## src/pack_pkg.sv

```systemverilog
// packing subsystem definitions
`default_nettype none

package pack_pkg;

    // stream geometry
    localparam int WORD_W = 24;
    localparam int BEAT_W = 64;
    localparam int LANES  = 2;
    localparam int LANE_W = $clog2(LANES);

    // packer accumulator holds one partial beat plus one incoming word
    localparam int ACC_W  = BEAT_W + WORD_W;
    localparam int FILL_W = $clog2(ACC_W);

    // lane buffer, also the upstream credit budget
    localparam int FIFO_DEPTH = 8;
    localparam int FIFO_PTR_W = $clog2(FIFO_DEPTH);
    localparam int FIFO_CNT_W = $clog2(FIFO_DEPTH + 1);

    // beats the downstream receiver can absorb
    localparam int OUT_CREDITS = 4;

    localparam int CUT_W = 16;

    localparam int CREDIT_MAX = (FIFO_DEPTH > OUT_CREDITS) ? FIFO_DEPTH : OUT_CREDITS;
    localparam int CREDIT_W   = $clog2(CREDIT_MAX + 1);

    typedef logic [CREDIT_W-1:0] credit_cnt_t;
    typedef logic [FILL_W-1:0]   fill_t;

    // fill steps in accumulator width
    localparam fill_t WORD_STEP = fill_t'(WORD_W);
    localparam fill_t BEAT_STEP = fill_t'(BEAT_W);

    localparam credit_cnt_t OUT_CREDIT_INIT = credit_cnt_t'(OUT_CREDITS);

    // one narrow input word
    typedef struct packed {
        logic [WORD_W-1:0] data;
        logic              last;
    } lane_word_t;

    // one wide packed beat
    typedef struct packed {
        logic [BEAT_W-1:0] data;
        logic              last;
    } lane_beat_t;

    // merged output beat tagged with its lane
    typedef struct packed {
        lane_beat_t        beat;
        logic [LANE_W-1:0] lane;
    } out_beat_t;

endpackage

`default_nettype wire

```

## src/lane_fifo.sv

```systemverilog
// lane input buffer
`timescale 1ns/100ps
`default_nettype none

module lane_fifo (
    input  logic                clock,
    input  logic                rst_n,
    input  pack_pkg::lane_word_t in_word,
    input  logic                in_valid,
    output logic                in_credit,
    output pack_pkg::lane_word_t out_word,
    output logic                out_valid,
    input  logic                out_ready
);

    pack_pkg::lane_word_t mem [pack_pkg::FIFO_DEPTH];

    logic [pack_pkg::FIFO_PTR_W-1:0] wr_ptr;
    logic [pack_pkg::FIFO_PTR_W-1:0] rd_ptr;
    logic [pack_pkg::FIFO_CNT_W-1:0] count;
    logic                            push;
    logic                            pop;

    // sender only writes while holding a credit, so no full check
    assign push = in_valid;
    assign pop  = out_valid && out_ready;

    assign out_valid = (count != '0);
    assign out_word  = mem[rd_ptr];

    // every word released frees one slot upstream
    assign in_credit = pop;

    always_ff @(posedge clock) begin
        if (push) begin
            mem[wr_ptr] <= in_word;
        end
    end

    // pointers wrap naturally at the buffer depth
    always_ff @(posedge clock or negedge rst_n) begin
        if (!rst_n) begin
            wr_ptr <= '0;
            rd_ptr <= '0;
        end else begin
            if (push) begin
                wr_ptr <= wr_ptr + 1'b1;
            end
            if (pop) begin
                rd_ptr <= rd_ptr + 1'b1;
            end
        end
    end

    always_ff @(posedge clock or negedge rst_n) begin
        if (!rst_n) begin
            count <= '0;
        end else begin
            case ({push, pop})
                2'b10:   count <= count + 1'b1;
                2'b01:   count <= count - 1'b1;
                default: count <= count;
            endcase
        end
    end

endmodule

`default_nettype wire

```

## src/word_packer.sv

```systemverilog
// narrow word to wide beat packer
`timescale 1ns/100ps
`default_nettype none

module word_packer (
    input  logic                       clock,
    input  logic                       rst_n,
    input  logic [pack_pkg::CUT_W-1:0] cut_len,
    input  pack_pkg::lane_word_t       in_word,
    input  logic                       in_valid,
    output logic                       in_ready,
    output pack_pkg::lane_beat_t       beat,
    output logic                       beat_valid,
    input  logic                       beat_ready
);

    // assembly state, bits held left-aligned
    logic [pack_pkg::ACC_W-1:0]  acc_q;
    logic [pack_pkg::ACC_W-1:0]  acc_d;
    pack_pkg::fill_t             fill_q;
    pack_pkg::fill_t             fill_d;

    // per-frame word position and mode
    logic [pack_pkg::CUT_W-1:0]  word_cnt_q;
    logic [pack_pkg::CUT_W-1:0]  word_cnt_d;
    logic                        drop_q;
    logic                        drop_d;
    logic                        flush_q;
    logic                        flush_d;

    // output holding slot
    pack_pkg::lane_beat_t        beat_q;
    pack_pkg::lane_beat_t        beat_d;
    logic                        beat_valid_q;
    logic                        beat_valid_d;

    logic                        out_free;
    logic                        xfer;
    logic                        keep;
    logic                        closing;
    logic [pack_pkg::ACC_W-1:0]  merged;
    logic [pack_pkg::ACC_W-1:0]  carry;
    pack_pkg::fill_t             sum_fill;

    assign out_free = !beat_valid_q || beat_ready;

    // dropped words never need the output slot
    assign in_ready = in_valid && (drop_q || (!flush_q && out_free));
    assign xfer     = in_valid && in_ready;
    assign keep     = xfer && !drop_q;

    // frame closes on last flag or on the cut-length word
    assign closing  = in_word.last || (word_cnt_q == cut_len - 1'b1);

    // new word lands right below the bits already held
    assign merged   = acc_q | ({in_word.data, {pack_pkg::BEAT_W{1'b0}}} >> fill_q);
    assign carry    = merged << pack_pkg::BEAT_W;
    assign sum_fill = fill_q + pack_pkg::WORD_STEP;

    always_comb begin
        acc_d        = acc_q;
        fill_d       = fill_q;
        word_cnt_d   = word_cnt_q;
        drop_d       = drop_q;
        flush_d      = flush_q;
        beat_d       = beat_q;
        beat_valid_d = beat_valid_q && !beat_ready;

        // leftover bits of a closed frame, zero-filled below
        if (flush_q && out_free) begin
            beat_d.data  = acc_q[pack_pkg::ACC_W-1 -: pack_pkg::BEAT_W];
            beat_d.last  = 1'b1;
            beat_valid_d = 1'b1;
            acc_d        = '0;
            fill_d       = '0;
            flush_d      = 1'b0;
        end

        // discard tail words up to the last flag
        if (xfer && drop_q && in_word.last) begin
            drop_d = 1'b0;
        end

        if (keep) begin
            if (closing) begin
                word_cnt_d = '0;
                drop_d     = !in_word.last;
            end else begin
                word_cnt_d = word_cnt_q + 1'b1;
            end

            if (sum_fill >= pack_pkg::BEAT_STEP) begin
                // full beat out, remainder carries over
                beat_d.data  = merged[pack_pkg::ACC_W-1 -: pack_pkg::BEAT_W];
                beat_d.last  = closing && (sum_fill == pack_pkg::BEAT_STEP);
                beat_valid_d = 1'b1;
                acc_d        = carry;
                fill_d       = sum_fill - pack_pkg::BEAT_STEP;
                flush_d      = closing && (sum_fill != pack_pkg::BEAT_STEP);
            end else if (closing) begin
                // short final beat
                beat_d.data  = merged[pack_pkg::ACC_W-1 -: pack_pkg::BEAT_W];
                beat_d.last  = 1'b1;
                beat_valid_d = 1'b1;
                acc_d        = '0;
                fill_d       = '0;
            end else begin
                acc_d  = merged;
                fill_d = sum_fill;
            end
        end
    end

    always_ff @(posedge clock or negedge rst_n) begin
        if (!rst_n) begin
            acc_q        <= '0;
            fill_q       <= '0;
            word_cnt_q   <= '0;
            drop_q       <= 1'b0;
            flush_q      <= 1'b0;
            beat_valid_q <= 1'b0;
        end else begin
            acc_q        <= acc_d;
            fill_q       <= fill_d;
            word_cnt_q   <= word_cnt_d;
            drop_q       <= drop_d;
            flush_q      <= flush_d;
            beat_valid_q <= beat_valid_d;
        end
    end

    always_ff @(posedge clock) begin
        beat_q <= beat_d;
    end

    assign beat       = beat_q;
    assign beat_valid = beat_valid_q;

endmodule

`default_nettype wire

```

## src/beat_merger.sv

```systemverilog
// two-lane frame merger
`timescale 1ns/100ps
`default_nettype none

module beat_merger (
    input  logic                          clock,
    input  logic                          rst_n,
    input  pack_pkg::lane_beat_t          lane_beat [pack_pkg::LANES],
    input  logic [pack_pkg::LANES-1:0]    lane_valid,
    output logic [pack_pkg::LANES-1:0]    lane_ready,
    output pack_pkg::out_beat_t           out_beat,
    output logic                          out_valid,
    input  logic                          out_credit
);

    pack_pkg::credit_cnt_t        credit_q;
    logic                         locked_q;
    logic [pack_pkg::LANE_W-1:0]  owner_q;
    logic [pack_pkg::LANE_W-1:0]  prio_q;

    logic [pack_pkg::LANE_W-1:0]  other;
    logic [pack_pkg::LANE_W-1:0]  pick;
    logic [pack_pkg::LANE_W-1:0]  sel;
    logic                         can_send;
    logic                         accept;

    pack_pkg::out_beat_t          out_beat_q;
    logic                         out_valid_q;

    assign can_send = (credit_q != '0);

    // favoured lane first, else the other one
    assign other = prio_q + 1'b1;
    assign pick  = lane_valid[prio_q] ? prio_q : other;

    // stay on the owning lane until its frame ends
    assign sel = locked_q ? owner_q : pick;

    always_comb begin
        lane_ready      = '0;
        lane_ready[sel] = can_send && lane_valid[sel];
    end

    assign accept = lane_ready[sel];

    always_ff @(posedge clock or negedge rst_n) begin
        if (!rst_n) begin
            locked_q <= 1'b0;
            owner_q  <= '0;
            prio_q   <= '0;
        end else if (accept) begin
            if (lane_beat[sel].last) begin
                locked_q <= 1'b0;
                prio_q   <= sel + 1'b1;
            end else begin
                locked_q <= 1'b1;
                owner_q  <= sel;
            end
        end
    end

    // one credit spent per beat, one back per return pulse
    always_ff @(posedge clock or negedge rst_n) begin
        if (!rst_n) begin
            credit_q <= pack_pkg::OUT_CREDIT_INIT;
        end else begin
            case ({accept, out_credit})
                2'b10:   credit_q <= credit_q - 1'b1;
                2'b01:   credit_q <= credit_q + 1'b1;
                default: credit_q <= credit_q;
            endcase
        end
    end

    always_ff @(posedge clock or negedge rst_n) begin
        if (!rst_n) begin
            out_valid_q <= 1'b0;
        end else begin
            out_valid_q <= accept;
        end
    end

    always_ff @(posedge clock) begin
        if (accept) begin
            out_beat_q.beat <= lane_beat[sel];
            out_beat_q.lane <= sel;
        end
    end

    assign out_beat  = out_beat_q;
    assign out_valid = out_valid_q;

endmodule

`default_nettype wire

```

## src/pack_top.sv

```systemverilog
// two-lane packing subsystem
`timescale 1ns/100ps
`default_nettype none

module pack_top (
    input  logic                       clock,
    input  logic                       rst_n,
    input  pack_pkg::lane_word_t       in_word [pack_pkg::LANES],
    input  logic [pack_pkg::LANES-1:0] in_valid,
    output logic [pack_pkg::LANES-1:0] in_credit,
    input  logic [pack_pkg::CUT_W-1:0] cut_len [pack_pkg::LANES],
    output pack_pkg::out_beat_t        out_beat,
    output logic                       out_valid,
    input  logic                       out_credit
);

    // fifo to packer
    pack_pkg::lane_word_t       fifo_word [pack_pkg::LANES];
    logic [pack_pkg::LANES-1:0] fifo_valid;
    logic [pack_pkg::LANES-1:0] fifo_ready;

    // packer to merger
    pack_pkg::lane_beat_t       lane_beat [pack_pkg::LANES];
    logic [pack_pkg::LANES-1:0] lane_valid;
    logic [pack_pkg::LANES-1:0] lane_ready;

    for (genvar g = 0; g < pack_pkg::LANES; g++) begin : g_lane
        lane_fifo u_fifo (
            .clock     (clock),
            .rst_n     (rst_n),
            .in_word   (in_word[g]),
            .in_valid  (in_valid[g]),
            .in_credit (in_credit[g]),
            .out_word  (fifo_word[g]),
            .out_valid (fifo_valid[g]),
            .out_ready (fifo_ready[g])
        );

        word_packer u_packer (
            .clock      (clock),
            .rst_n      (rst_n),
            .cut_len    (cut_len[g]),
            .in_word    (fifo_word[g]),
            .in_valid   (fifo_valid[g]),
            .in_ready   (fifo_ready[g]),
            .beat       (lane_beat[g]),
            .beat_valid (lane_valid[g]),
            .beat_ready (lane_ready[g])
        );
    end

    beat_merger u_merger (
        .clock      (clock),
        .rst_n      (rst_n),
        .lane_beat  (lane_beat),
        .lane_valid (lane_valid),
        .lane_ready (lane_ready),
        .out_beat   (out_beat),
        .out_valid  (out_valid),
        .out_credit (out_credit)
    );

endmodule

`default_nettype wire

```

## config.mk

```make
export PLATFORM = sky130hd
export DESIGN_NAME = pack_top
export DESIGN_NICKNAME = d
export VERILOG_FILES = /design/src/pack_pkg.sv /design/src/lane_fifo.sv /design/src/word_packer.sv /design/src/beat_merger.sv /design/src/pack_top.sv
export SDC_FILE = /design/constraint.sdc
export NUM_CORES = 2
export LEC_CHECK = 0
export BUFFER_PORTS_ARGS = -buffer_cell sky130_fd_sc_hd__buf_2
export CAP_MARGIN = 10
export CORE_ASPECT_RATIO = 0.5
export CORE_MARGIN = 2
export CORE_UTILIZATION = 62
export DETAILED_ROUTE_END_ITERATION = 7
export PLACE_DENSITY = 0.82
export SYNTH_ARGS = -nofsm -noshare
export SYNTH_HDL_FRONTEND = slang
export SYNTH_SLANG_ARGS = --single-unit
```

## constraint.sdc

```tcl
create_clock -name clock -period 4.15 [get_ports clock]
set_clock_uncertainty 0.15 [all_clocks]
set_input_delay 0.6225 -clock clock [delete_from_list [all_inputs] [get_ports clock]]
set_output_delay 0.6225 -clock clock [all_outputs]
set_load 0.005 [all_outputs]
```

# After elaboration in Yosys (flattened, before gate mapping)

Memories as Yosys holds them, arrays and structs flattened.
Index checks and enable logic that the tools add are counted.

Output and inout bits: 69
Flip-flop bits (word level): 452
RAM bits: 400
Word-level logic and storage cells: 192
Memories kept: 2
Input bits: 87

Shift-type cells: 2
Multiplexer cells: 67
Bitwise operators: 5
$lt $le $gt $ge: 6
Eq/ne operators: 12
Reduce and logical (&&, ||, !) cells: 48
Add/sub/neg operators: 20

Memories:

| name                 | words | width | read ports | clocked after memory_dff | wr ports | RTL line        | text |
|---|---|---|---|---|---|---|---|
| g_lane[0].u_fifo.mem | 8     | 25    | 1          | 0                        | 1        | lane_fifo.sv:16 | `pack_pkg::lane_word_t mem [pack_pkg::FIFO_DEPTH];` |
| g_lane[1].u_fifo.mem | 8     | 25    | 1          | 0                        | 1        | lane_fifo.sv:16 |  |

Operator list:

| operator                                                 | number |
|---|---|
| two-way mux 65 bit                                       | 11 |
| two-way mux 88 bit                                       | 8 |
| bitwise OR 88 bit                                        | 2 |
| right shift 88 x 7 -> 88 bit                             | 2 |
| two-way mux 7 bit                                        | 8 |
| two-way mux 1 bit                                        | 34 |
| adder 16 x 1 -> 16 bit, second input constant            | 2 |
| == test 16 bit                                           | 2 |
| two-way mux 16 bit                                       | 2 |
| subtractor 16 x 1 -> 16 bit, second input constant       | 2 |
| case mux 4 bit (2 select lines)                          | 3 |
| logical AND 1 bit                                        | 22 |
| adder 7 x 5 -> 7 bit, second input constant              | 2 |
| == test 7 bit, second input constant                     | 2 |
| greater-or-equal comparator 7 bit, second input constant | 2 |
| inequality test 7 bit, second input constant             | 2 |
| subtractor 7 bit, second input constant                  | 2 |
| adder 3 x 1 -> 3 bit, second input constant              | 4 |
| adder 4 x 1 -> 4 bit, second input constant              | 3 |
| nonzero test 4 bit                                       | 3 |
| subtractor 4 x 1 -> 4 bit, second input constant         | 3 |
| zero test 1 bit                                          | 10 |
| nonzero test 2 bit                                       | 5 |
| == test 2 x 1 -> 1 bit, second input constant            | 3 |
| 11 further kinds                                         | 21 |

# Longest topological paths before layout

Depth after elaboration: 19
Mapped depth: 14
Depth with buffers taken out: 14

# By module

A second synthesis with hierarchy kept.

Cell total of the unflattened synthesis: 2776
Area, all modules: 37216.9 µm²

Modules (own cells, without submodules):

| module      | instances | area each (µm²) | cells an instance | sequential area each (µm²) |
|---|---|---|---|---|
| word_packer | 2         | 8695.8          | 947               | 4078.9 |
| lane_fifo   | 2         | 8271.7          | 344               | 6256.0 |
| beat_merger | 1         | 3281.9          | 194               | 2183.3 |

# Least setup slack after synthesis

No wires, ideal clock.

Path kind: input to register
Start: input cut_len[0] in the netlist's numbering
End: register g_lane[1].u_packer.acc_q[82] in the netlist's numbering
Required time: 3874 ps
Library setup time: 126 ps
Stages on the path: 10
Buffers on the path: 1
Arrival: 3184 ps
Path slack: 690 ps
Cell sequence: inv_1 > ha_1 > or3b_4 > or3_1 > a221o_1 > a2111oi_2 > nand4_1 > o211a_2 > buf_2 > a221o_1

Word-level cells in the longest chain between the ends: 6

Ends and longest elaborated chain:

| what                        | RTL line           | text |
|---|---|---|
| start: declaration          | pack_top.sv:11     | `input logic [pack_pkg::CUT_W-1:0] cut_len [pack_pkg::LANES],` |
| subtractor 16 x 1 -> 16 bit | word_packer.sv:53  | `assign closing = in_word.last \|\| (word_cnt_q == cut_len - 1'b1);` |
| == test 16 bit              | word_packer.sv:53  |  |
| logical OR 1 bit            | word_packer.sv:53  |  |
| two-way mux 88 bit          | word_packer.sv:100 | `end else if (closing) begin` |
| two-way mux 88 bit          | word_packer.sv:92  | `if (sum_fill >= pack_pkg::BEAT_STEP) begin` |
| two-way mux 88 bit          | word_packer.sv:84  | `if (keep) begin` |
| end signal: assignment      | word_packer.sv:116 | `acc_q <= '0;` |
| end signal: assignment      | word_packer.sv:123 | `acc_q <= acc_d;` |
| end: declaration            | word_packer.sv:18  | `logic [pack_pkg::ACC_W-1:0] acc_q;` |

No other way between the ends.
A chain may end at the register's enable or synchronous reset.

==> metrics.csv <==
stage,metric,value,unit
worst_setup_path,worstPathArrival,4.01,ns
clock_network,clk-insertion-delay-late,0.62,ns
worst_setup_path,critPathTopFamily,compound AO/OA/AOI/OAI gates,
status,outcome,finished clean,
clock_network,clock-sinks,846,
cells_and_area,fin_cells,3827,
global_route,grt_overflow,0,
worst_setup_path,r2r_end,g_lane[1].u_packer.beat[9]$_DFF_P_,
floorplanning,rows,62,
synthesis,yosysUniqueCellTypes,79,
route,wire_per_inst,25.04,µm
sta,finalCritPeriodShare,0.8889,
placed_design,gp_congestion,0.9239,
floorplanning,io-pin-count,156,
worst_hold_path,min-delay-path-class,input port to flop,
sta,rsz0062_at_grt,false,
sta,min_period,3.689,ns
clock_network,clockRootBuffer,clkbuf_16,
worst_setup_path,reg2reg_setup_slack,0.46,ns
route,vias,25188,
placed_design,pre_cts_ws,0.04658,ns
clock_network,cts_resized,0,
worst_setup_path,cp.depth,7,
synthesis,synth_area,36220,µm²
sta,hold_viol_final,0,
sta,setup_tns,0,ns
synthesis,synth_nets,2960,
worst_setup_path,r2r_start,u_merger.credit_q[0]$_DFFE_PN0P_,
clock_network,post_cts_buffers,0,
floorplanning,die-width,345.8,µm
global_route,grt_max_degree,117,
clock_network,clkTransAtPathRegs,0.07,ns
sta,tightest_slew,1.208,ns
clock_network,cts_buffers,72,
floorplanning,die_h,174.9,µm
clock_network,htree_levels,3,
synthesis,synth-async-reset-ratio,0.2955,
route,vias_per_cell,6.582,
worst_setup_path,crit_slowest_cell,o211a_2,
power,vdd_ir_drop_max,1.021,mV
synthesis,synth-seq-cells,846,
worst_setup_path,cpMostUsedCell,buf_4,
global_route,antenna_found_initial,12,
cells_and_area,drive_gt1_frac,0.2039,
cells_and_area,area_growth,12.14,%
floorplanning,core,57560,µm²
worst_setup_path,start_kind,flop,
global_route,grt_pass1_vias,24754,
power,powerDensity,887.5,nW/µm²
floorplanning,initial_core_util,0.6292,
sta,fmax,271.1,MHz
global_route,grt_usage,0.3188,
worst_setup_path,critPathCapture,g_lane[1].u_packer.beat[9]$_DFF_P_,
cells_and_area,nets,3098,
worst_setup_path,end_kind,flop,
placed_design,dpl.cell_count,3684,
sta,setup_violations,0,
placed_design,place_hpwl,59390,µm
worst_setup_path,cp_max_fo,49,
worst_setup_path,crit_type,flop to flop,
worst_setup_path,reg2reg_depth,7,
worst_setup_path,worst-path-buf-inv,2,
synthesis,synth_top_flop_cell,edfxtp_1,
sta,slew_headroom,0.1905,
cells_and_area,final_cell_mix,"edfxtp_1, nand2_1, o21ai_0, dfrtp_1, nor2_1",
sta,holdWs,0.1164,ns
worst_setup_path,cp_cell_sequence,nor4_1 -> o21a_1 -> or4_1 -> buf_4 -> o211a_2 -> buf_4 -> o21ai_0,
cells_and_area,final_util,0.7056,
route,postRouteAntennaNets,0,
route,drc_errors,0,
sta,slew_viol_final,0,
worst_setup_path,cp-startpoint,u_merger.credit_q[0]$_DFFE_PN0P_,
synthesis,postSynthCellCount,2853,
synthesis,yosysWarnings,0,
clock_network,cts_tree,yes,
synthesis,synth_edf_count,466,
synthesis,ys_seq_area_frac,0.6310,
power,leakagePower,15.42,nW
placed_design,io_buffers,155,
global_route,grt_pass1_wl,147200,µm
route,drtIter0Drc,3428,
route,routed_wl,95830,µm
worst_setup_path,cp.required,4.47,ns
clock_network,cts.path.max_buffers,3,
run,drv_cap,0,
worst_setup_path,cpPeakStageDelay,0.86,ns
sta,finalWorstSetupSlack,0.4610,ns
route,drt_first_pass_iters,6,
synthesis,avgSynthCellArea,12.69,µm²
cells_and_area,final_common_cell,edfxtp_1,
floorplanning,die_area,60480,µm²
[cells in the mapped netlist, types with 45 or more instances]
cell / n / share of area
edfxtp_1: 466 / 0.39
nand2_1: 376 / 0.039
dfrtp_1: 249 / 0.17
o21ai_0: 248 / 0.034
nor2_1: 186 / 0.019
dfxtp_1: 130 / 0.072
a21oi_1: 129 / 0.018
mux2_2: 122 / 0.038
clkbuf_1: 119 / 0.012
a211oi_1: 111 / 0.023
mux4_2: 100 / 0.062
and2_1: 54 / 0.0093
xnor2_1: 45 / 0.011
[final cells by class]
class,count,area (µm²)
inverters,37,138.9
clock buffers,91,1958
flip-flops and latches,846,22860
diodes,9,22.52
clock inverters,42,483.0
repair buffers,232,1541
well taps,768,960.9
fillers,3693,16950
multi-input cells,1802,12650
[power by group]
group          internal [mW]  switching, mW
logic                   5.73           10.4
registers               11.4           1.44
clock network           3.90           3.16
[worst reg2reg max path, stage by stage (launching register included)]
cell and delay (ns):
dfrtp_1 0.44, nor4_1 0.58, o21a_1 0.51, or4_1 0.30, buf_4 0.22, o211a_2 0.86
buf_4 0.35, o21ai_0 0.14
[through the flow]
step	instance area, µm²	power (mW)
after floorplan	36220	22.74
after global placement	38140	27.71
after detailed placement	38140	28.32
after CTS	40590	35.65
after global routing	40610	37.63
final	40620	36.04
[timing repair]
item                                    in CTS  in global routing
endpoints found under the setup margin       0                  0
hold buffers                                 1                  0
endpoints found under the hold margin        8                  0
[per-layer routing]
metal,vias to the layer above,part of all wire,global-route usage
met1,12362,0.39,0.4448
met3,262,0.11,0.07771
met2,1672,0.45,0.4762
li1,10890,-,-
met5,-,0.00014,0
met4,2,0.048,0.1557
[registers in the layout (all words and copies together), names as in the netlist, 4 cells and up]
| register | count |
|---|---|
| g_lane.u_fifo.mem | 400 |
| g_lane.u_packer.acc_q | 176 |
| g_lane.u_packer.beat | 130 |
| u_merger.out_beat | 66 |
| g_lane.u_packer.word_cnt_q | 32 |
| g_lane.u_fifo.count | 8 |
| g_lane.u_packer.fill_q | 8 |
| g_lane.u_fifo.rd_ptr | 6 |
| g_lane.u_fifo.wr_ptr | 6 |
| u_merger.credit_q | 4 |
[how the worst min path moves through the flow]
stage / startpoint / end / slack [ns] / cells past startpoint
finish: in_word[43] / g_lane[0].u_fifo.mem[7][18]$_DFFE_PP_ / 0.12 / 1
global route: in_word[43] / g_lane[0].u_fifo.mem[1][18]$_DFFE_PP_ / 0.10 / 1
CTS: in_word[43] / g_lane[0].u_fifo.mem[1][18]$_DFFE_PP_ / 0.09 / 1
detailed placement: g_lane[1].u_packer.beat[15]$_DFF_P_ / g_lane[1].u_packer.beat[15]$_DFF_P_ / 0.29 / 2
global placement: g_lane[1].u_packer.beat[1]$_DFF_P_ / g_lane[1].u_packer.beat[1]$_DFF_P_ / 0.28 / 2
floorplan: rst_n / g_lane[0].u_fifo.count[0]$_DFFE_PN0P_ / 0.18 / 0
[logic make-up (layout without fill, tap and decap cells)]
family | count (synthesis) | in the layout | synth area share
muxes | 257 | 257 | 0.1098
other | 0 | 9 | 0
AOI/OAI and AO/OA | 644 | 644 | 0.1095
and+or+nand+nor | 797 | 797 | 0.09891
buffers and inverters | 205 | 402 | 0.02339
xor gates and xnor gates | 84 | 84 | 0.02031
adders and majority gates | 20 | 20 | 0.007117
DFF | 846 | 846 | 0.6310
(Power assumes the default switching activity.)
